**src/include/ex_cfg.svh**
```systemverilog
// Execute stage configuration
// Word width, register address width and RNN special register counts

`ifndef EX_CFG_SVH
`define EX_CFG_SVH

// Data path
`define XLEN        32

// Register file address, 32 GPRs plus FP and special space
`define REG_ADDR_W  6

// RNN extension special registers
`define NUM_WSPR    4   // Weight words
`define NUM_ASPR    2   // Activation words

`endif
```
**src/ex_op_pkg.sv**
```systemverilog
// Execute stage operation codes
// Opcode enums for the integer ALU and the dot-product multiplier

`default_nettype none

package ex_op_pkg;

  // ALU opcodes, the compare group drives the branch decision
  typedef enum logic [3:0] {
    ALU_ADD  = 4'd0,
    ALU_SUB  = 4'd1,
    ALU_AND  = 4'd2,
    ALU_OR   = 4'd3,
    ALU_XOR  = 4'd4,
    ALU_SLL  = 4'd5,
    ALU_SRL  = 4'd6,
    ALU_SRA  = 4'd7,
    ALU_SLT  = 4'd8,
    ALU_SLTU = 4'd9,
    ALU_EQ   = 4'd10,
    ALU_NE   = 4'd11,
    ALU_LT   = 4'd12,
    ALU_GE   = 4'd13
  } alu_op_e;

  // Multiplier opcodes
  typedef enum logic [1:0] {
    MULT_MUL   = 2'd0,  // Low word of a*b
    MULT_MAC   = 2'd1,  // a*b + c
    MULT_DOT8  = 2'd2,  // Four signed byte products plus c
    MULT_DOT16 = 2'd3   // Two signed halfword products plus c
  } mult_op_e;

endpackage

`default_nettype wire

```
**src/ex_pipe_pkg.sv**
```systemverilog
// Execute stage pipeline bundles
// Issue bundle from ID, LSU bundle, write ports and local selects

`default_nettype none

`include "ex_cfg.svh"

package ex_pipe_pkg;

  import ex_op_pkg::*;

  // SPR index and LSU tag types, tag is {index, enable}
  typedef logic [$clog2(`NUM_WSPR)-1:0] wspr_idx_t;
  typedef logic [$clog2(`NUM_ASPR)-1:0] aspr_idx_t;
  typedef logic [$clog2(`NUM_WSPR):0]   wspr_tag_t;
  typedef logic [$clog2(`NUM_ASPR):0]   aspr_tag_t;

  typedef struct packed {
    logic                   alu_en;
    alu_op_e                alu_op;
    logic [`XLEN-1:0]       op_a;
    logic [`XLEN-1:0]       op_b;
    logic [`XLEN-1:0]       op_c;          // Jump target
    logic                   mult_en;
    mult_op_e               mult_op;
    logic [`XLEN-1:0]       mult_a;
    logic [`XLEN-1:0]       mult_b;
    logic [`XLEN-1:0]       mult_c;
    logic                   csr_access;
    logic [`XLEN-1:0]       csr_rdata;
    logic [`REG_ADDR_W-1:0] alu_waddr;
    logic                   alu_we;
    logic                   rf_we;         // LSU write, goes to WB
    logic [`REG_ADDR_W-1:0] rf_waddr;
    logic                   lsu_en;
    logic                   branch_in_ex;
    logic                   dot_spr;       // Dot operands from SPRs
    wspr_idx_t              spr_wsel;
    aspr_idx_t              spr_asel;
  } ex_issue_t;

  typedef struct packed {
    logic [`XLEN-1:0] rdata;
    wspr_tag_t        tosprw;
    aspr_tag_t        tospra;
    logic             ready;
    logic             err;
  } lsu_bundle_t;

  typedef struct packed {
    logic                   we;
    logic [`REG_ADDR_W-1:0] waddr;
    logic [`XLEN-1:0]       wdata;
  } wr_port_t;

  // Forward port owner, one hot at most
  typedef struct packed {
    logic alu_sel;
    logic mult_sel;
    logic csr_sel;
  } ex_sel_t;

  // Registered SPR load tags
  typedef struct packed {
    logic      we;
    wspr_tag_t tosprw;
    aspr_tag_t tospra;
  } spr_tags_t;

endpackage

`default_nettype wire

```
**src/ex_stage_top.sv**
```systemverilog
// Execute stage top level
// RISC-V EX stage with ALU, dot-product multiplier and RNN special
// registers, driving the forward and writeback register file ports

`timescale 1ns/1ps
`default_nettype none

`include "ex_cfg.svh"

module ex_stage_top
  import ex_op_pkg::*;
  import ex_pipe_pkg::*;
(
  input  logic             clk,
  input  logic             rst_n,
  input  ex_issue_t        issue_i,
  input  lsu_bundle_t      lsu_i,
  input  logic             wb_ready_i,
  output wr_port_t         fw_o,
  output wr_port_t         wb_o,
  output logic [`XLEN-1:0] jump_target_o,
  output logic             branch_decision_o,
  output logic             compute_load_o,
  output logic             ex_ready_o,
  output logic             ex_valid_o
);

  alu_op_e          alu_op;
  logic [`XLEN-1:0] alu_a;
  logic [`XLEN-1:0] alu_b;
  logic [`XLEN-1:0] alu_res;
  logic             alu_cmp;
  mult_op_e         mult_op;
  logic [`XLEN-1:0] mult_a;
  logic [`XLEN-1:0] mult_b;
  logic [`XLEN-1:0] mult_c;
  logic [`XLEN-1:0] mult_res;
  logic [`XLEN-1:0] wspr;
  logic [`XLEN-1:0] aspr;
  ex_sel_t          sel;
  spr_tags_t        spr_tags;

  assign jump_target_o     = issue_i.op_c;
  assign branch_decision_o = alu_cmp;
  assign compute_load_o    = issue_i.dot_spr & issue_i.mult_en;

  //////////////////////////////////////////////////////////////////////
  // Decode and SPRs
  //////////////////////////////////////////////////////////////////////

  ex_op_decode i_decode (
    .issue_i   (issue_i),
    .wspr_i    (wspr),
    .aspr_i    (aspr),
    .alu_op_o  (alu_op),
    .alu_a_o   (alu_a),
    .alu_b_o   (alu_b),
    .mult_op_o (mult_op),
    .mult_a_o  (mult_a),
    .mult_b_o  (mult_b),
    .mult_c_o  (mult_c),
    .sel_o     (sel)
  );

  rnn_spr_bank i_spr_bank (
    .clk      (clk),
    .rst_n    (rst_n),
    .wr_en_i  (spr_tags.we),
    .tosprw_i (spr_tags.tosprw),
    .tospra_i (spr_tags.tospra),
    .rdata_i  (lsu_i.rdata),
    .wsel_i   (issue_i.spr_wsel),
    .asel_i   (issue_i.spr_asel),
    .wspr_o   (wspr),
    .aspr_o   (aspr)
  );

  //////////////////////////////////////////////////////////////////////
  // Execute units
  //////////////////////////////////////////////////////////////////////

  ex_alu i_alu (
    .op_i     (alu_op),
    .a_i      (alu_a),
    .b_i      (alu_b),
    .result_o (alu_res),
    .cmp_o    (alu_cmp)
  );

  ex_dotp_mult i_mult (
    .op_i     (mult_op),
    .a_i      (mult_a),
    .b_i      (mult_b),
    .c_i      (mult_c),
    .result_o (mult_res)
  );

  // Write ports and pipeline control
  ex_wb_select i_wb_select (
    .clk        (clk),
    .rst_n      (rst_n),
    .issue_i    (issue_i),
    .sel_i      (sel),
    .alu_res_i  (alu_res),
    .mult_res_i (mult_res),
    .lsu_i      (lsu_i),
    .wb_ready_i (wb_ready_i),
    .fw_o       (fw_o),
    .wb_o       (wb_o),
    .spr_tags_o (spr_tags),
    .ex_ready_o (ex_ready_o),
    .ex_valid_o (ex_valid_o)
  );

endmodule

`default_nettype wire

```
**src/ex_wb_select.sv**
```systemverilog
// Execute result select
// Forward and writeback port muxes, EX/WB pipeline register with
// the SPR load tags, and the ex_ready / ex_valid pipeline controls

`timescale 1ns/1ps
`default_nettype none

`include "ex_cfg.svh"

module ex_wb_select
  import ex_pipe_pkg::*;
(
  input  logic             clk,
  input  logic             rst_n,
  input  ex_issue_t        issue_i,
  input  ex_sel_t          sel_i,
  input  logic [`XLEN-1:0] alu_res_i,
  input  logic [`XLEN-1:0] mult_res_i,
  input  lsu_bundle_t      lsu_i,
  input  logic             wb_ready_i,
  output wr_port_t         fw_o,
  output wr_port_t         wb_o,
  output spr_tags_t        spr_tags_o,
  output logic             ex_ready_o,
  output logic             ex_valid_o
);

  logic                   lsu_we;
  logic                   we_q;
  logic [`REG_ADDR_W-1:0] waddr_q;
  wspr_tag_t              tosprw_q;
  aspr_tag_t              tospra_q;
  logic                   dot_spr_q;
  logic [`XLEN-1:0]       mult_res_q;   // Dot result for load-and-compute

  // Forward port, same cycle as issue
  always_comb begin
    fw_o.we    = issue_i.alu_we;
    fw_o.waddr = issue_i.alu_waddr;
    if (sel_i.csr_sel) begin
      fw_o.wdata = issue_i.csr_rdata;
    end else if (sel_i.mult_sel) begin
      fw_o.wdata = mult_res_i;
    end else if (sel_i.alu_sel) begin
      fw_o.wdata = alu_res_i;
    end else begin
      fw_o.wdata = '0;
    end
  end

  // A faulting load never reaches the register file
  assign lsu_we = issue_i.rf_we & ~lsu_i.err;

  //////////////////////////////////////////////////////////////////////
  // EX/WB pipeline register
  //////////////////////////////////////////////////////////////////////

  always_ff @(posedge clk or negedge rst_n) begin
    if (!rst_n) begin
      we_q      <= 1'b0;
      waddr_q   <= '0;
      tosprw_q  <= '0;
      tospra_q  <= '0;
      dot_spr_q <= 1'b0;
    end else if (ex_valid_o) begin
      we_q      <= lsu_we;
      tosprw_q  <= lsu_i.tosprw;
      tospra_q  <= lsu_i.tospra;
      dot_spr_q <= issue_i.dot_spr;
      if (lsu_we) begin
        waddr_q <= issue_i.rf_waddr;
      end
    end else if (wb_ready_i) begin
      we_q <= 1'b0;   // Bubble, flush the slot
    end
  end

  always_ff @(posedge clk or negedge rst_n) begin
    if (!rst_n) begin
      mult_res_q <= '0;
    end else begin
      mult_res_q <= mult_res_i;
    end
  end

  // Writeback port
  assign wb_o.we    = we_q;
  assign wb_o.waddr = waddr_q;
  assign wb_o.wdata = dot_spr_q ? mult_res_q : lsu_i.rdata;

  assign spr_tags_o.we     = we_q;
  assign spr_tags_o.tosprw = tosprw_q;
  assign spr_tags_o.tospra = tospra_q;

  // Branches resolve in EX and do not wait on WB
  assign ex_ready_o = (lsu_i.ready & wb_ready_i) | issue_i.branch_in_ex;
  assign ex_valid_o = (issue_i.alu_en | issue_i.mult_en | issue_i.csr_access | issue_i.lsu_en)
                      & lsu_i.ready & wb_ready_i;

endmodule

`default_nettype wire

```
**src/ex_dotp_mult.sv**
```systemverilog
// Single cycle multiplier
// Plain multiply, multiply-accumulate and signed packed dot products
// on bytes and halfwords, all with the low word as result

`timescale 1ns/1ps
`default_nettype none

`include "ex_cfg.svh"

module ex_dotp_mult
  import ex_op_pkg::*;
(
  input  mult_op_e         op_i,
  input  logic [`XLEN-1:0] a_i,
  input  logic [`XLEN-1:0] b_i,
  input  logic [`XLEN-1:0] c_i,    // Accumulator
  output logic [`XLEN-1:0] result_o
);

  logic [`XLEN-1:0]   prod;
  logic signed [15:0] byte_prod [`XLEN/8];
  logic signed [31:0] half_prod [`XLEN/16];
  logic [`XLEN-1:0]   dot8_sum;
  logic [`XLEN-1:0]   dot16_sum;

  assign prod = a_i * b_i;   // Low word only

  // Lane products
  always_comb begin
    for (int i = 0; i < `XLEN/8; i++) begin
      byte_prod[i] = 16'($signed(a_i[8*i +: 8])) * 16'($signed(b_i[8*i +: 8]));
    end
    for (int j = 0; j < `XLEN/16; j++) begin
      half_prod[j] = 32'($signed(a_i[16*j +: 16])) * 32'($signed(b_i[16*j +: 16]));
    end
  end

  // Reduction trees with sign extended lanes
  always_comb begin
    dot8_sum = c_i;
    for (int i = 0; i < `XLEN/8; i++) begin
      dot8_sum = dot8_sum + `XLEN'(byte_prod[i]);
    end
  end

  always_comb begin
    dot16_sum = c_i;
    for (int j = 0; j < `XLEN/16; j++) begin
      dot16_sum = dot16_sum + `XLEN'(half_prod[j]);
    end
  end

  always_comb begin
    case (op_i)
      MULT_MUL:   result_o = prod;
      MULT_MAC:   result_o = prod + c_i;
      MULT_DOT8:  result_o = dot8_sum;
      MULT_DOT16: result_o = dot16_sum;
      default:    result_o = prod;
    endcase
  end

endmodule

`default_nettype wire

```
**src/ex_alu.sv**
```systemverilog
// Integer ALU
// Add, subtract, logic, shifts, set-less-than and the branch compare

`timescale 1ns/1ps
`default_nettype none

`include "ex_cfg.svh"

module ex_alu
  import ex_op_pkg::*;
(
  input  alu_op_e          op_i,
  input  logic [`XLEN-1:0] a_i,
  input  logic [`XLEN-1:0] b_i,
  output logic [`XLEN-1:0] result_o,
  output logic             cmp_o      // Branch taken for compare ops
);

  logic [$clog2(`XLEN)-1:0] shamt;
  logic                     eq;
  logic                     lt_s;
  logic                     lt_u;

  assign shamt = b_i[$clog2(`XLEN)-1:0];
  assign eq    = (a_i == b_i);
  assign lt_s  = ($signed(a_i) < $signed(b_i));
  assign lt_u  = (a_i < b_i);

  //////////////////////////////////////////////////////////////////////
  // Compare
  //////////////////////////////////////////////////////////////////////

  always_comb begin
    case (op_i)
      ALU_EQ:   cmp_o = eq;
      ALU_NE:   cmp_o = ~eq;
      ALU_LT:   cmp_o = lt_s;
      ALU_GE:   cmp_o = ~lt_s;
      ALU_SLT:  cmp_o = lt_s;
      ALU_SLTU: cmp_o = lt_u;
      default:  cmp_o = 1'b0;   // Not a compare
    endcase
  end

  //////////////////////////////////////////////////////////////////////
  // Result
  //////////////////////////////////////////////////////////////////////

  always_comb begin
    case (op_i)
      ALU_ADD: result_o = a_i + b_i;
      ALU_SUB: result_o = a_i - b_i;
      ALU_AND: result_o = a_i & b_i;
      ALU_OR:  result_o = a_i | b_i;
      ALU_XOR: result_o = a_i ^ b_i;
      ALU_SLL: result_o = a_i << shamt;
      ALU_SRL: result_o = a_i >> shamt;
      ALU_SRA: result_o = $signed(a_i) >>> shamt;
      // Compare group returns the flag as a word
      ALU_SLT, ALU_SLTU, ALU_EQ, ALU_NE, ALU_LT, ALU_GE: begin
        result_o = {{(`XLEN-1){1'b0}}, cmp_o};
      end
      default: result_o = '0;
    endcase
  end

endmodule

`default_nettype wire

```
**src/rnn_spr_bank.sv**
```systemverilog
// RNN special register bank
// Four weight and two activation words, loaded from LSU read data
// in the writeback cycle and read by the current instruction

`timescale 1ns/1ps
`default_nettype none

`include "ex_cfg.svh"

module rnn_spr_bank
  import ex_pipe_pkg::*;
(
  input  logic             clk,
  input  logic             rst_n,
  input  logic             wr_en_i,     // Registered GPR write of the load
  input  wspr_tag_t        tosprw_i,
  input  aspr_tag_t        tospra_i,
  input  logic [`XLEN-1:0] rdata_i,
  input  wspr_idx_t        wsel_i,
  input  aspr_idx_t        asel_i,
  output logic [`XLEN-1:0] wspr_o,
  output logic [`XLEN-1:0] aspr_o
);

  logic [`NUM_WSPR-1:0][`XLEN-1:0] wspr_q;
  logic [`NUM_ASPR-1:0][`XLEN-1:0] aspr_q;

  wspr_idx_t wspr_widx;
  aspr_idx_t aspr_widx;

  // Tag is {index, enable}
  assign wspr_widx = tosprw_i[$clog2(`NUM_WSPR):1];
  assign aspr_widx = tospra_i[$clog2(`NUM_ASPR):1];

  //////////////////////////////////////////////////////////////////////
  // SPR write
  //////////////////////////////////////////////////////////////////////

  always_ff @(posedge clk or negedge rst_n) begin
    if (!rst_n) begin
      wspr_q <= '0;
      aspr_q <= '0;
    end else begin
      if (wr_en_i && tosprw_i[0]) begin
        wspr_q[wspr_widx] <= rdata_i;
      end
      if (wr_en_i && tospra_i[0]) begin
        aspr_q[aspr_widx] <= rdata_i;
      end
    end
  end

  // Read port for the instruction in EX
  assign wspr_o = wspr_q[wsel_i];
  assign aspr_o = aspr_q[asel_i];

endmodule

`default_nettype wire

```
**src/ex_op_decode.sv**
```systemverilog
// Execute operand decode
// Steers ALU and multiplier operands, swaps in SPR words for
// load-and-compute dot products and picks the forward port owner

`timescale 1ns/1ps
`default_nettype none

`include "ex_cfg.svh"

module ex_op_decode
  import ex_op_pkg::*;
  import ex_pipe_pkg::*;
(
  input  ex_issue_t        issue_i,
  input  logic [`XLEN-1:0] wspr_i,    // Weight word picked by spr_wsel
  input  logic [`XLEN-1:0] aspr_i,    // Activation word picked by spr_asel
  output alu_op_e          alu_op_o,
  output logic [`XLEN-1:0] alu_a_o,
  output logic [`XLEN-1:0] alu_b_o,
  output mult_op_e         mult_op_o,
  output logic [`XLEN-1:0] mult_a_o,
  output logic [`XLEN-1:0] mult_b_o,
  output logic [`XLEN-1:0] mult_c_o,
  output ex_sel_t          sel_o
);

  logic is_dot;
  logic use_spr;
  logic load_compute;

  assign is_dot       = (issue_i.mult_op == MULT_DOT8) || (issue_i.mult_op == MULT_DOT16);
  assign use_spr      = issue_i.dot_spr & is_dot;
  assign load_compute = issue_i.dot_spr & issue_i.mult_en;

  // ALU takes register operands as issued
  assign alu_op_o = issue_i.alu_op;
  assign alu_a_o  = issue_i.op_a;
  assign alu_b_o  = issue_i.op_b;

  // Activation on a, weight on b
  assign mult_op_o = issue_i.mult_op;
  assign mult_a_o  = use_spr ? aspr_i : issue_i.mult_a;
  assign mult_b_o  = use_spr ? wspr_i : issue_i.mult_b;
  assign mult_c_o  = issue_i.mult_c;

  // Forward port owner
  // CSR over mult over ALU, load-and-compute keeps the ALU result
  always_comb begin
    sel_o = '0;
    if (load_compute) begin
      sel_o.alu_sel = 1'b1;   // Dot result leaves through WB
    end else if (issue_i.csr_access) begin
      sel_o.csr_sel = 1'b1;
    end else if (issue_i.mult_en) begin
      sel_o.mult_sel = 1'b1;
    end else if (issue_i.alu_en) begin
      sel_o.alu_sel = 1'b1;
    end
  end

endmodule

`default_nettype wire

```
**config.mk**
```make
export PLATFORM = sky130hd
export DESIGN_NAME = ex_stage_top
export DESIGN_NICKNAME = d
export VERILOG_FILES = /design/src/ex_op_pkg.sv /design/src/ex_pipe_pkg.sv /design/src/ex_stage_top.sv /design/src/ex_wb_select.sv /design/src/ex_dotp_mult.sv /design/src/ex_alu.sv /design/src/rnn_spr_bank.sv /design/src/ex_op_decode.sv
export VERILOG_INCLUDE_DIRS = /design/src /design/src/include
export SDC_FILE = /design/constraint.sdc
export NUM_CORES = 2
export LEC_CHECK = 0
export ABC_CLOCK_PERIOD_IN_PS = 16300
export BUFFER_PORTS_ARGS = -buffer_cell sky130_fd_sc_hd__buf_2
export CAP_MARGIN = 20
export CORE_MARGIN = 2
export CORE_UTILIZATION = 37
export DETAILED_ROUTE_END_ITERATION = 6
export GPL_ROUTABILITY_DRIVEN = 0
export PLACE_DENSITY = 0.51
export SYNTH_ARGS = -nofsm -noshare
export SYNTH_HDL_FRONTEND = slang
export SYNTH_SLANG_ARGS = --single-unit
```
**constraint.sdc**
```tcl
create_clock -name clk -period 16.3 [get_ports clk]
set_clock_uncertainty 0.1 [all_clocks]
set_input_delay 2.445 -clock clk [delete_from_list [all_inputs] [get_ports clk]]
set_output_delay 2.445 -clock clk [all_outputs]
set_load 0.02 [all_outputs]
```
==> metrics <==
status=finished clean; vias in the first global route=56900; Clk Tree Root Cell=clkbuf_16; # IOs=409; DRC viols=0; reg2reg start=i_spr_bank.wspr_q[8]; max_cap viols=0; Total Wirelength=278000 um; CP Data Required Time=13.76 ns; fin crit share=97.5%; fmax=62.9 MHz; post-route ant nets=0; Reg-to-Reg End=i_wb_select.mult_res_q[30]; Clock Sinks=237; htree depth=1; final hold vios=0; row count=157; Slowest-stage cell, CP=mux2i_2; DP HPWL=243000 um; Final Setup Violations=0; RSZ-0062 raised after global routing=false; ys async rst share=100%; Synth Register Bits=237; reg2reg path depth=37; DR pass1 iterations=6; full die area=187000 um2; most common flop cell mapped by yosys=dfrtp_1; clock latency on the worst-skew pair=0.52 ns; DRT iter0 DRCs=5357; Chip Width=433 um; CP most frequent cell=fa_1; share of cells above drive strength 1=13.1%; Min Clock Period, post-route=15.89 ns; Num CTS Buffers=20; Max Slew Vio Count=0; Post-Syn Instances=7492; critical path type=in -> out; slew at the pin with the worst max-slew slack=1.19 ns; DR WL/cell=27.0 um; first-pass GRT wire length=403000 um; core box area=183000 um2; Hold Path Stages=1; sequential area share after synthesis=8.71%; Crit. End Element=primary output; Syn Std Cell Area=68100 um2; Min-Delay Startpoint=i_spr_bank.wspr_q[46]; IO buf count=330; Mean Syn Cell Area=9.09 um2; via count=55100; initial core utilization=37.2%; Max-Slew Margin vs Limit=20.5%; Hold WC Path Type=reg -> reg; Longest Clk Path Bufs=3; Critical Path Source Type=input pin; grt ovf=0; area grow syn2layout=9.20%; antenna violations before repair=22; CP max FO=10; largest stage delay on the critical path=0.71 ns; post-synthesis cell type count=85; largest net degree at the start of global routing=153; Vias/cell=5.36; die height=433 um; Yosys Warn Count=0; Hold Path End=i_spr_bank.wspr_q[46]; worst path arrival time=13.34 ns; final net count=9922; CTS tree=done; setup TNS=0 ns; FF-to-FF setup slack=5.22 ns; Mapped Nets=9624; Post-synth EDFFs=0; gr usage total=29.8%; Reg clk slew, reported paths=0.07 ns
per-stage QoR:
step / instances / setup slack (ns) / area (um2) / util [%] / hold slack (ns)
6_report: 10300 / 0.413 / 74400 / 40.7 / 0.402
2_1_floorplan: 7492 / 0.282 / 68100 / - / 0.370
3_3_place_gp: 10200 / 0.353 / 73500 / 40.2 / 0.380
5_1_grt: 10300 / 0.00691 / 74300 / 40.6 / 0.414
3_5_place_dp: 10200 / 0.373 / 73500 / 40.2 / 0.387
4_1_cts: 10300 / 0.349 / 74200 / 40.6 / 0.403
state kept, by name, summed over array words and instances (netlist names):
signal	cells
i_wb_select.mult_res_q	32
i_wb_select.we_q	1
i_wb_select.dot_spr_q	1
i_spr_bank.aspr_q	64
i_wb_select.waddr_q	6
i_wb_select.tosprw_q	3
i_spr_bank.wspr_q	128
i_wb_select.tospra_q	2
worst max-delay path by stage:
stage          cells after the start        to  slack (ns)          from
2_1_floorplan                     40  fw_o[30]        0.28  issue_i[150]
5_1_grt                           38  fw_o[26]       0.007    issue_i[1]
3_3_place_gp                      41  fw_o[28]        0.35    issue_i[2]
6_report                          41  fw_o[29]        0.41    issue_i[2]
3_5_place_dp                      41  fw_o[28]        0.37    issue_i[2]
4_1_cts                           41  fw_o[28]        0.35    issue_i[2]
routing by layer:
layer	vias up	share of wire, %	track usage, %
li1	23900	-	-
met1	28100	42	40.8
met2	2513	45	46.7
met3	458	8.0	4.75
met4	6	5.5	13.1
met5	-	0.014	0
cells in the mapped netlist (9+ instances only):
cell       instances  area, um2
a2111oi_0          9       78.8
a211o_1           17        149
a211oi_1          47        353
a21boi_0           9       67.6
a21o_1           102        766
a21oi_1          283       1420
a221o_1           12        120
a221oi_1          18        158
a22oi_1           32        240
a31oi_1           27        169
and3_1            20        125
buf_1             41        154
buf_2             11       55.1
buf_4             45        338
clkbuf_1         218        818
dfrtp_1          237       5930
fa_1            1310      26200
ha_1             527       6590
inv_1           1734       6510
mux2_2           250       2820
mux2i_1          129       1290
mux2i_2           10        138
mux4_2            54       1220
nand2_1          686       2570
nand2b_1          25        156
nand3_1           41        205
nand4_1           10       62.6
nor2_1           637       2390
nor2b_1           25        156
nor3_1            57        285
nor3b_1           10       75.1
nor4_1            15       93.8
o2111ai_1          9       78.8
o211ai_1          28        210
o21a_1            34        255
o21ai_0          244       1220
o21bai_1          46        345
o22ai_1           18        113
o31a_1             9       78.8
o31ai_1           14        105
or2_2             11       68.8
or3_1             24        150
xnor2_1          219       1920
xor2_1            55        482
layout by cell type (no fill, tap or decap), types with 237 or more instances in the layout:
cell type     n
buf_2       326
a21oi_1     275
o21ai_0     242
nor2_1      636
nand2_1     682
mux2_2      250
fa_1       1310
inv_1      1732
buf_4       258
ha_1        527
dfrtp_1     237
worst max-delay path, delay by kind of cell:
| family | cells | cell delay [ns] |
|---|---|---|
| xor gates and xnor gates | 1 | 0.13 |
| muxes | 3 | 1.99 |
| and+or+nand+nor | 7 | 0.98 |
| buffers and inverters | 10 | 1.50 |
| adders and majority gates | 10 | 4.36 |
| AOI/OAI and AO/OA | 10 | 1.91 |
what timing repair did:
item | in CTS | in global routing
setup endpoints to repair | 0 | 5
buffers inserted | 0 | 2
hold endpoints to repair | 0 | 0
gates resized for setup | 0 | 12
hold buffers | 0 | 0
cell families after synthesis:
family	synth area share (%)
simple gates	9.58
xor+xnor	3.59
mux	8.38
flops	8.71
fa+ha+maj	48.2
compound gates	9.80
buf+inv	11.7
final cells by class:
class                           instances  area (um2)
Antenna cell                           12        30.0
Clock buffer                           25         551
Clock inverter                          8        93.8
Fill cell                           18400      109000
Inverter                             1739        6530
Multi-Input combinational cell       5194       54300
Sequential cell                       237        5930
Tap cell                             2464        3080
Timing Repair Buffer                  598        3810
Power is left out: the tool's default activity adds up to more than one toggle a clock period on the data nets, which glitch-free logic cannot reach.
